===== config.mk =====
export PLATFORM = sky130hd
export DESIGN_NAME = rx_cfg_ctl
export DESIGN_NICKNAME = d
export VERILOG_FILES = /design/src/logic/rx_regmap_pkg.sv /design/src/logic/i2c_cmd_pkg.sv /design/src/logic/cfg_sequencer.sv /design/src/logic/i2c_cmd_issue.sv /design/src/logic/i2c_event_monitor.sv /design/src/logic/rx_cfg_ctl.sv /design/src/logic/rx_init_table.sv
export SDC_FILE = /design/constraint.sdc
export NUM_CORES = 1
export LEC_CHECK = 0
export BUFFER_PORTS_ARGS = -buffer_cell sky130_fd_sc_hd__buf_2
export CORE_MARGIN = 4
export CORE_UTILIZATION = 55
export DETAILED_ROUTE_END_ITERATION = 12
export HOLD_SLACK_MARGIN = 0.05
export PLACE_DENSITY_LB_ADDON = 0.12
export SYNTH_ARGS = -nofsm -noshare
export SYNTH_HDL_FRONTEND = slang
export SYNTH_HIERARCHICAL = 1
export SYNTH_SLANG_ARGS = --single-unit

===== constraint.sdc =====
create_clock -name clk -period 2.8 [get_ports clk]
set_input_delay 0.14 -clock clk [delete_from_list [all_inputs] [get_ports clk]]
set_output_delay 0.14 -clock clk [all_outputs]
set_load 0.005 [all_outputs]

===== src/logic/rx_regmap_pkg.sv =====
package rx_regmap_pkg;

    // ==================================================
    // receiver register space
    // ==================================================

    typedef logic [15:0] reg_addr_t;
    typedef logic [7:0]  reg_data_t;

    // one init write with the address in the upper 16 bits
    typedef struct packed {
        reg_addr_t addr;
        reg_data_t data;
    } init_entry_t;

    // four input-clock status bytes with the lowest address in bits 7:0
    typedef logic [31:0] status_word_t;

    // number of entries in the init ROM
    localparam int unsigned INIT_LEN = 36;

    // ==================================================
    // link check
    // ==================================================

    localparam reg_addr_t LINK_ADDR  = 16'h0003;
    localparam reg_data_t LINK_MAGIC = 8'h5A;

    // ==================================================
    // status polling and lock
    // ==================================================

    localparam reg_addr_t   STATUS_BASE  = 16'h209C;
    localparam int unsigned STATUS_BYTES = 4;

    // writes after a lock
    localparam int unsigned SETTING_LEN = 7;

    // clock detect field sits at bits 17:16
    localparam int unsigned LOCK_LSB  = 16;
    localparam logic [1:0]  LOCK_PREV = 2'b00;
    localparam logic [1:0]  LOCK_CUR  = 2'b10;

endpackage


===== src/logic/i2c_cmd_pkg.sv =====
package i2c_cmd_pkg;

    // ==================================================
    // controller phases
    // ==================================================

    typedef enum logic [2:0] {
        IDLE,
        LINK,
        INIT,
        POLL,
        SETTING
    } cfg_phase_e;

    // ==================================================
    // I2C master side
    // ==================================================

    // command handed to the byte-wide master with the trigger
    typedef struct packed {
        logic                     wr;
        rx_regmap_pkg::reg_addr_t addr;
        rx_regmap_pkg::reg_data_t data;
    } i2c_cmd_t;

    // one transfer finished
    typedef struct packed {
        logic                     done;
        rx_regmap_pkg::reg_data_t rd_data;
    } xfer_evt_t;

endpackage


===== src/logic/cfg_sequencer.sv =====
`timescale 1ns/10ps

module cfg_sequencer #(
    parameter int unsigned INIT_LEN = rx_regmap_pkg::INIT_LEN,
    parameter int unsigned STEP_W   = 6
) (
    input  logic                        clk,
    input  logic                        rstn,
    input  i2c_cmd_pkg::xfer_evt_t      evt,
    input  rx_regmap_pkg::status_word_t status,
    output i2c_cmd_pkg::cfg_phase_e     phase,
    output logic [STEP_W-1:0]           step,
    output logic                        issue,
    output logic                        init_over
);
    import rx_regmap_pkg::*;
    import i2c_cmd_pkg::*;

    localparam logic [STEP_W-1:0] INIT_LAST    = STEP_W'(INIT_LEN - 1);
    localparam logic [STEP_W-1:0] POLL_LAST    = STEP_W'(STATUS_BYTES - 1);
    localparam logic [STEP_W-1:0] SETTING_LAST = STEP_W'(SETTING_LEN - 1);

    logic [1:0] prev_lock;
    logic       prev_vld;
    logic [1:0] cur_lock;
    logic       lock_hit;

    // ==================================================
    // lock rule
    // ==================================================

    assign cur_lock = status[LOCK_LSB +: 2];

    // needs a valid word from the poll before
    assign lock_hit = prev_vld && (prev_lock == LOCK_PREV) && (cur_lock == LOCK_CUR);

    // ==================================================
    // phase FSM and step counter
    // ==================================================

    always_ff @(posedge clk) begin
        if (!rstn) begin
            phase     <= IDLE;
            step      <= '0;
            issue     <= 1'b0;
            init_over <= 1'b0;
            prev_lock <= '0;
            prev_vld  <= 1'b0;
        end else begin
            // next command goes out after every completion
            issue <= evt.done;

            case (phase)
                IDLE: begin
                    phase <= LINK;
                    step  <= '0;
                    issue <= 1'b1;
                end

                LINK: begin
                    if (evt.done) begin
                        if (step == '0) begin
                            step <= STEP_W'(1);
                        end else if (evt.rd_data == LINK_MAGIC) begin
                            phase <= INIT;
                            step  <= '0;
                        end else begin
                            // wrong readback means write again
                            step <= '0;
                        end
                    end
                end

                INIT: begin
                    if (evt.done) begin
                        if (step == INIT_LAST) begin
                            phase <= POLL;
                            step  <= '0;
                        end else begin
                            step <= step + 1'b1;
                        end
                    end
                end

                POLL: begin
                    if (evt.done) begin
                        if (step == POLL_LAST) begin
                            step <= '0;
                            if (lock_hit) begin
                                phase    <= SETTING;
                                prev_vld <= 1'b0;
                            end else begin
                                prev_lock <= cur_lock;
                                prev_vld  <= 1'b1;
                            end
                        end else begin
                            step <= step + 1'b1;
                        end
                    end
                end

                SETTING: begin
                    if (evt.done) begin
                        if (step == SETTING_LAST) begin
                            phase     <= POLL;
                            step      <= '0;
                            init_over <= 1'b1;
                        end else begin
                            step <= step + 1'b1;
                        end
                    end
                end

                default: begin
                    phase <= IDLE;
                    step  <= '0;
                end
            endcase
        end
    end

endmodule


===== src/logic/i2c_cmd_issue.sv =====
`timescale 1ns/10ps

module i2c_cmd_issue #(
    parameter int unsigned INIT_LEN = rx_regmap_pkg::INIT_LEN,
    parameter int unsigned STEP_W   = 6
) (
    input  logic                       clk,
    input  logic                       rstn,
    input  i2c_cmd_pkg::cfg_phase_e    phase,
    input  logic [STEP_W-1:0]          step,
    input  logic                       issue,
    output logic [STEP_W-1:0]          tbl_idx,
    input  rx_regmap_pkg::init_entry_t entry,
    output i2c_cmd_pkg::i2c_cmd_t      cmd,
    output logic                       iic_trig
);
    import rx_regmap_pkg::*;
    import i2c_cmd_pkg::*;

    i2c_cmd_t    cmd_nxt;
    init_entry_t set_entry;
    logic        init_hit;

    // writes after the input clock locks
    function automatic init_entry_t setting_entry(input logic [2:0] idx);
        case (idx)
            3'd0:    setting_entry = {16'h1010, 8'h01};
            3'd1:    setting_entry = {16'h1024, 8'h00};
            3'd2:    setting_entry = {16'h0200, 8'h00};
            3'd3:    setting_entry = {16'h1024, 8'h70};
            3'd4:    setting_entry = {16'h0200, 8'h07};
            3'd5:    setting_entry = {16'h0215, 8'h01};
            3'd6:    setting_entry = {16'h0215, 8'h00};
            default: setting_entry = {16'h0215, 8'h00};
        endcase
    endfunction

    assign tbl_idx   = step;
    assign init_hit  = (int'(step) < INIT_LEN);
    assign set_entry = setting_entry(step[2:0]);

    // ==================================================
    // command select
    // ==================================================

    always_comb begin
        cmd_nxt = '{wr: 1'b1, addr: '0, data: '0};
        case (phase)
            LINK: begin
                if (step == '0) begin
                    cmd_nxt = '{wr: 1'b1, addr: LINK_ADDR, data: LINK_MAGIC};
                end else begin
                    cmd_nxt = '{wr: 1'b0, addr: LINK_ADDR, data: '0};
                end
            end
            INIT: begin
                if (init_hit) begin
                    cmd_nxt.addr = entry.addr;
                    cmd_nxt.data = entry.data;
                end
            end
            POLL: begin
                cmd_nxt.wr   = 1'b0;
                cmd_nxt.addr = STATUS_BASE + reg_addr_t'(step);
            end
            SETTING: begin
                cmd_nxt.addr = set_entry.addr;
                cmd_nxt.data = set_entry.data;
            end
            default: begin
            end
        endcase
    end

    // command stays on the bus until the next trigger
    always_ff @(posedge clk) begin
        if (!rstn) begin
            iic_trig <= 1'b0;
            cmd      <= '{wr: 1'b1, addr: '0, data: '0};
        end else begin
            iic_trig <= issue;
            if (issue) begin
                cmd <= cmd_nxt;
            end
        end
    end

endmodule


===== src/logic/i2c_event_monitor.sv =====
`timescale 1ns/10ps

module i2c_event_monitor #(
    parameter int unsigned STEP_W = 6
) (
    input  logic                        clk,
    input  logic                        rstn,
    input  logic                        busy,
    input  logic                        byte_over,
    input  rx_regmap_pkg::reg_data_t    data_out,
    input  i2c_cmd_pkg::cfg_phase_e     phase,
    input  logic [STEP_W-1:0]           step,
    output i2c_cmd_pkg::xfer_evt_t      evt,
    output rx_regmap_pkg::status_word_t status
);
    import rx_regmap_pkg::*;
    import i2c_cmd_pkg::*;

    localparam int unsigned LANE_W = $clog2(STATUS_BYTES);

    logic              busy_d;
    reg_data_t         rd_byte;
    logic [LANE_W-1:0] lane;

    // ==================================================
    // transfer completion
    // ==================================================

    always_ff @(posedge clk) begin
        if (!rstn) begin
            busy_d <= 1'b0;
        end else begin
            busy_d <= busy;
        end
    end

    // last byte returned by the master
    always_ff @(posedge clk) begin
        if (byte_over) begin
            rd_byte <= data_out;
        end
    end

    assign evt = '{done: busy_d & ~busy, rd_data: rd_byte};

    // ==================================================
    // status word assembly
    // ==================================================

    // poll step picks the byte lane
    assign lane = step[LANE_W-1:0];

    always_ff @(posedge clk) begin
        if (byte_over && phase == POLL) begin
            status[8*lane +: 8] <= data_out;
        end
    end

endmodule


===== src/logic/rx_cfg_ctl.sv =====
`timescale 1ns/10ps

module rx_cfg_ctl #(
    parameter int unsigned INIT_LEN = rx_regmap_pkg::INIT_LEN,
    parameter int unsigned STEP_W   = 6
) (
    input  logic                     clk,
    input  logic                     rstn,
    input  logic                     busy,
    input  logic                     byte_over,
    input  rx_regmap_pkg::reg_data_t data_out,
    output logic                     iic_trig,
    output logic                     w_r,
    output logic                     init_over,
    output rx_regmap_pkg::reg_addr_t addr,
    output rx_regmap_pkg::reg_data_t data_in
);
    import rx_regmap_pkg::*;
    import i2c_cmd_pkg::*;

    xfer_evt_t         evt;
    status_word_t      status;
    cfg_phase_e        phase;
    logic [STEP_W-1:0] step;
    logic              issue;
    logic [STEP_W-1:0] tbl_idx;
    init_entry_t       entry;
    i2c_cmd_t          cmd;

    i2c_event_monitor #(.STEP_W(STEP_W)) u_monitor (
        .clk      (clk),
        .rstn     (rstn),
        .busy     (busy),
        .byte_over(byte_over),
        .data_out (data_out),
        .phase    (phase),
        .step     (step),
        .evt      (evt),
        .status   (status)
    );

    cfg_sequencer #(.INIT_LEN(INIT_LEN), .STEP_W(STEP_W)) u_sequencer (
        .clk      (clk),
        .rstn     (rstn),
        .evt      (evt),
        .status   (status),
        .phase    (phase),
        .step     (step),
        .issue    (issue),
        .init_over(init_over)
    );

    i2c_cmd_issue #(.INIT_LEN(INIT_LEN), .STEP_W(STEP_W)) u_issue (
        .clk     (clk),
        .rstn    (rstn),
        .phase   (phase),
        .step    (step),
        .issue   (issue),
        .tbl_idx (tbl_idx),
        .entry   (entry),
        .cmd     (cmd),
        .iic_trig(iic_trig)
    );

    rx_init_table #(.STEP_W(STEP_W)) u_table (
        .tbl_idx(tbl_idx),
        .entry  (entry)
    );

    // command fields out to the I2C master
    assign w_r     = cmd.wr;
    assign addr    = cmd.addr;
    assign data_in = cmd.data;

endmodule


===== src/logic/rx_init_table.sv =====
`timescale 1ns/10ps

module rx_init_table #(
    parameter int unsigned STEP_W = 6
) (
    input  logic [STEP_W-1:0]          tbl_idx,
    output rx_regmap_pkg::init_entry_t entry
);
    import rx_regmap_pkg::*;

    localparam init_entry_t ROM [INIT_LEN] = '{
        // ==================================================
        // base setup
        // ==================================================
        {16'h0204, 8'h02},
        {16'h0205, 8'h40},
        {16'h0004, 8'h01},
        {16'h0009, 8'h26},
        {16'h102E, 8'h01},
        {16'h1025, 8'hB0},
        {16'h102D, 8'h83},
        {16'h1000, 8'h20},
        {16'h100F, 8'h04},
        {16'h0003, 8'hC3},
        {16'h103B, 8'h02},
        {16'h00E1, 8'h00},
        {16'h00A8, 8'h08},
        {16'h000A, 8'h00},
        {16'h0016, 8'h02},
        {16'h00E2, 8'h01},
        {16'h00C2, 8'h14},
        // rx phy and equalizer
        {16'h102D, 8'hC7},
        {16'h1005, 8'h04},
        {16'h1003, 8'h14},
        {16'h1004, 8'h01},
        {16'h1000, 8'h60},
        {16'h1020, 8'h13},
        {16'h1021, 8'h04},
        {16'h1022, 8'h04},
        {16'h1023, 8'h0C},
        {16'h102B, 8'h33},
        {16'h102C, 8'h33},
        {16'h00F0, 8'h10},
        {16'h000C, 8'h80},
        // edid access closed again
        {16'h000C, 8'h00},
        {16'h000A, 8'h04},
        // output port enables
        {16'h2000, 8'h0F},
        {16'h2001, 8'h00},
        {16'h2002, 8'h00},
        {16'h2003, 8'h01}
    };

    always_comb begin
        if (int'(tbl_idx) < INIT_LEN) begin
            entry = ROM[tbl_idx];
        end else begin
            entry = '0;
        end
    end

endmodule


-- After elaboration in Yosys (flattened, before gate mapping)
Memory sizes are Yosys's and may differ from the RTL's.
Index checks and enable logic that the tools add are counted.
Widths: inputs -> output; s select.
- register bits: 81
- memory bits (read-only): 1536
- input bits: 12
- output and inout port bits: 27
- word-level logic and storage cells: 92
- memories: 1
- add/subtract/negate cells: 3
- order comparisons: 2
- equality and inequality tests: 24
- shift-type cells: 2
- multiplexer cells: 31
- bitwise gates (word level): 4
- reduce and logical (&&, ||, !) cells: 12
- memory list (name ; words ; width ; rd ports ; clocked after memory_dff ; wr ports ; line ; source):
    (name not given) ; 64 ; 24 ; 1 ; 0 ; 0 ; rx_init_table.sv:58 ; entry = ROM[tbl_idx];
- operators with widths (operator ; count):
    $pmux 21 s6 ; 1
    $mux 24 ; 3
    $pmux 16 s4 ; 1
    $mux 6 ; 7
    $neg 5->34 ; 1
    $shift 8x34->32 const A ; 1
    $shiftx 8x34->32 ; 1
    $bwmux 32 ; 1
    $mux 3 ; 10
    $mux 25 ; 1
    $pmux 6 s4 ; 1
    $pmux 8 s3 ; 1
    $ne 2x2->1 const B ; 10
    $add 14x6->15 const A ; 1
    $pmux 3 s5 ; 1
    $eq 3x2->1 const B ; 4
    $reduce_and 10->1 ; 1
    $eq 3x3->1 const B ; 3
    $eq 8x7->1 const B ; 1
    $reduce_and 4->1 ; 2
    $ge 7x7->1 const B ; 1
    $not 6->7 ; 1
    $add 6x1->6 const B ; 1
    $eq 3x1->1 const B ; 2
    other kinds (14) ; 21

-- Depth between registers and ports, before layout
- depth in word-level cells: 7
- mapped depth: 10
- gate-level depth less buffers: 8

-- By module
The synthesis kept the hierarchy.
- by module, submodules not included (module ; instances ; cells an instance ; area each (um^2) ; seq. area each (um^2)):
    i2c_event_monitor ; 1 ; 101 ; 1640.3 ; 1221.2
    i2c_cmd_issue ; 1 ; 164 ; 1396.3 ; 520.5
    cfg_sequencer ; 1 ; 120 ; 952.2 ; 280.3
    rx_init_table ; 1 ; 138 ; 848.3 ; 0.0

-- Worst setup path before layout
OpenSTA, ideal clock, no wires.
- path type: flip-flop to flip-flop
- from: reg u_sequencer.step[1]
- to: reg u_sequencer.phase[0]
- arrival time: 2.203 ns
- path slack: 0.525 ns
- cell stages (with the launch flop): 8
- path buffers: 1
- period minus slack after synthesis: 2.275 ns
- path through: dfxtp_1 ha_1 nor4b_2 a21oi_1 or3_1 buf_2 or4_1 a21oi_1
- word-level cells in the longest chain between the ends: 3
- RTL lines (what ; line ; source):
    from (decl) ; cfg_sequencer.sv:12 ; output logic [STEP_W-1:0] step,
    from (signal assigned) ; cfg_sequencer.sv:80 ; step <= step + 1'b1;
    from (signal assigned) ; cfg_sequencer.sv:97 ; step <= step + 1'b1;
    from (signal assigned) ; cfg_sequencer.sv:109 ; step <= step + 1'b1;
    $eq 6x6->1, or another cell as far along ; cfg_sequencer.sv:76 ; if (step == INIT_LAST) begin
    $ne 2x2->1 (no line) ; -- ;
    $reduce_and 10->1 (no line) (*) ; -- ;
    to (signal assigned) ; cfg_sequencer.sv:77 ; phase <= POLL;
    to (signal assigned) ; cfg_sequencer.sv:90 ; phase <= SETTING;
    to (signal assigned) ; cfg_sequencer.sv:105 ; phase <= POLL;
    to (decl) ; cfg_sequencer.sv:11 ; output i2c_cmd_pkg::cfg_phase_e phase,
Every way passes the cells marked *; elsewhere a longest branch is shown, timed or not.
A chain may end at the register's enable or synchronous reset.

-- Worst setup path after layout
Same ends and word-level chain as after synthesis.

==> flow_summary.toml <==
[synth]
yosysWarnings = 6
syn_area_per_cell_um2 = 8.08
syn-instance-count = 451
syn_area_um2 = 3640

[floorplanning]
initial_utilization_pct = 57.1
floorplan.io_pins = 39
core_area_um2 = 6390
chipWidth_um = 89.4
num_rows = 29
dieArea_um2 = 7990
dieHeight_um = 89.4

[power_and_ir_drop]
power_density_nw_per_um2 = 393
p_leak_uw = 0.00150
p_sw_uw = 466
internal_power_uw = 1090
swShare_pct = 30.0
p_clk_share_pct = 26.8
p_comb_share_pct = 21.1
peakVddDrop_mv = 0.369
pwr-share-seq_pct = 52.0

[worst_setup_path]
critPathKind = "register to register"
critPathBufInv = 1
endpoint_kind = "register"
slowest_stage = "or4_1"
path_cells = "buf_4, ha_1, a211oi_1, or3_1, or4_1, a21oi_1"
critPathMaxStageDelay_ns = 0.54
arrival_ns = 2.56
cp.required_ns = 3.04
path_delay_family = "simple AND/OR/NAND/NOR gates"
critPathLaunchType = "register"
crit_fanout = 14

[final_layout]
syn_to_final_growth_pct = 8.55
antennaDiodeCount = 0
layout.nets = 508
layout-drive-gt1-share_pct = 14.7
fill_cells = 559

[timing]
finalSetupTns_ns = 0
fin_ws_ns = 0.479
max_slew_margin_pct = 37.6
worst_slew_pin_slew_ns = 0.934
drv_slew = 0
fmax_mhz = 431
post-route-period-util_pct = 82.9
period_needed_ns = 2.32
fin_skew_ns = 0.00674
finalHoldViolCount = 0
rsz0062_at_grt = "no"
setup_viol = 0

[placed_design]
detailed_place_hpwl_mm = 6.20
place.gp.congestion = 0.897
dp_slack_ns = 0.542
portBuffers = 38

[cts]
cts_max_path_buffers = 2
clock_latency_ns = 0.31
cts.reportedPaths.clkPinSlew_ns = 0.09
clock_sink_count = 51
cts_resized = 0
cts_tree = "done"
cts-root-buf = "clkbuf_8"
htreeDepth = 2
cts_buffers = 5

[grt]
grt_pass1_wl_mm = 14.5
grt_overflow = 0
grtUsageMet3_pct = 3.32
grt_pass1_vias = 2997
grt_max_degree = 41
busiest_layer = "met2"
use_met1_pct = 30.5
grt_usage_pct = 22.9
antenna_found_initial = 0
use_met2_pct = 38.8

[route]
vias = 3390
dr.pass1.iters = 5
dr.first_iter.drc_count = 301
wl_mm = 8.94
routedWlPerCell_um = 16.0
route.detailed.drc = 0
vias_per_cell = 6.05
drtAntennaViolNets = 0

[hold_path]
min_path_type = "input pin to register"

[run_status]
outcome = "complete, no violations"

[run]
drv_cap = 0
area by class of cell:
class | count | area (µm²) | area share, %
Inverter | 19 | 71.3 | 1.80
Clock inverter | 2 | 12.5 | 0.316
Tap cell | 77 | 96.3 | 2.44
Clock buffer | 6 | 72.6 | 1.83
Timing Repair Buffer | 61 | 385 | 9.74
Sequential cell | 51 | 1120 | 28.3
Multi-Input combinational cell | 344 | 2200 | 55.5
metrics by stage:
stage                     total power (µW)  hold slack [ns]  std cells  util [%]  cell area [µm²]
after floorplan                       1070            0.239        455         -             3660
final                                 1560            0.159        560      62.0             3960
after global routing                  1640            0.177        560      62.0             3960
after global placement                1130            0.317        543      59.2             3780
after CTS                             1560            0.154        560      62.0             3960
after detailed placement              1140            0.318        543      59.2             3780
metal layers:
metal,vias up,part of all wire (%)
li1,1665,-
met1,1593,45
met2,119,48
met3,13,5.2
met4,0,1.2
met5,-,0
power groups by stage:
stage	logic [µW]	clock network, µW	registers, µW
after floorplan	244	0	828
after global placement	310	0	825
after detailed placement	311	0	826
after CTS	322	432	809
after global routing	363	463	815
final	329	417	809
flip-flops by register name, indices dropped and copies added (netlist names):
name / count
u_monitor/status: 2
u_monitor/busy_d: 1
u_sequencer/init_over: 1
u_sequencer/phase: 3
u_monitor/rd_byte: 8
u_sequencer/step: 6
u_issue/cmd: 25
u_sequencer/prev_vld: 1
u_issue/iic_trig: 1
u_sequencer/prev_lock: 2
u_sequencer/issue: 1
worst paths after layout:
kind,slack (ns),cells after the start,endpoint,start
max,0.48,6,u_sequencer/phase[0],u_sequencer/step[1]
min,0.16,2,u_issue/cmd[24],rstn
max reg2reg,0.48,6,u_sequencer/phase[0],u_sequencer/step[1]
min reg2reg,0.45,2,u_issue/cmd[6],u_issue/cmd[6]
placed cells by master (no fill, tap or decap), drive strengths merged, types with 3 or more instances in the layout:
cell / count
o21ai: 40
nor4b: 3
nand4: 4
and2: 5
mux2i: 3
dlygate4sd3: 9
nor3: 12
o211ai: 3
nor4: 3
and3: 7
a31oi: 4
inv: 18
xnor2: 3
a211oi: 6
conb: 5
nor2: 31
a2111oi: 3
nand2: 37
clkbuf: 6
nand2b: 25
a21boi: 10
or2: 3
buf: 52
or3b: 4
ha: 14
nand3b: 8
nor2b: 8
nor3b: 7
edfxtp: 10
nand3: 20
o22ai: 4
a21oi: 32
a311oi: 3
dfxtp: 41
worst register-to-register path: cells and delay by family, from the launching register on:
kind	cells	cell delay [ns]
AOI/OAI and AO/OA	2	0.33
adders and majority gates	1	0.33
and+or+nand+nor	2	1.02
DFF	1	0.37
buffers and inverters	1	0.21
repair_timing:
| action | in CTS | in global routing |
|---|---|---|
| endpoints found under the hold margin | 9 | 0 |
| hold buffers | 9 | 0 |
| buffers inserted | 0 | 0 |
(Power assumes the default switching activity.)
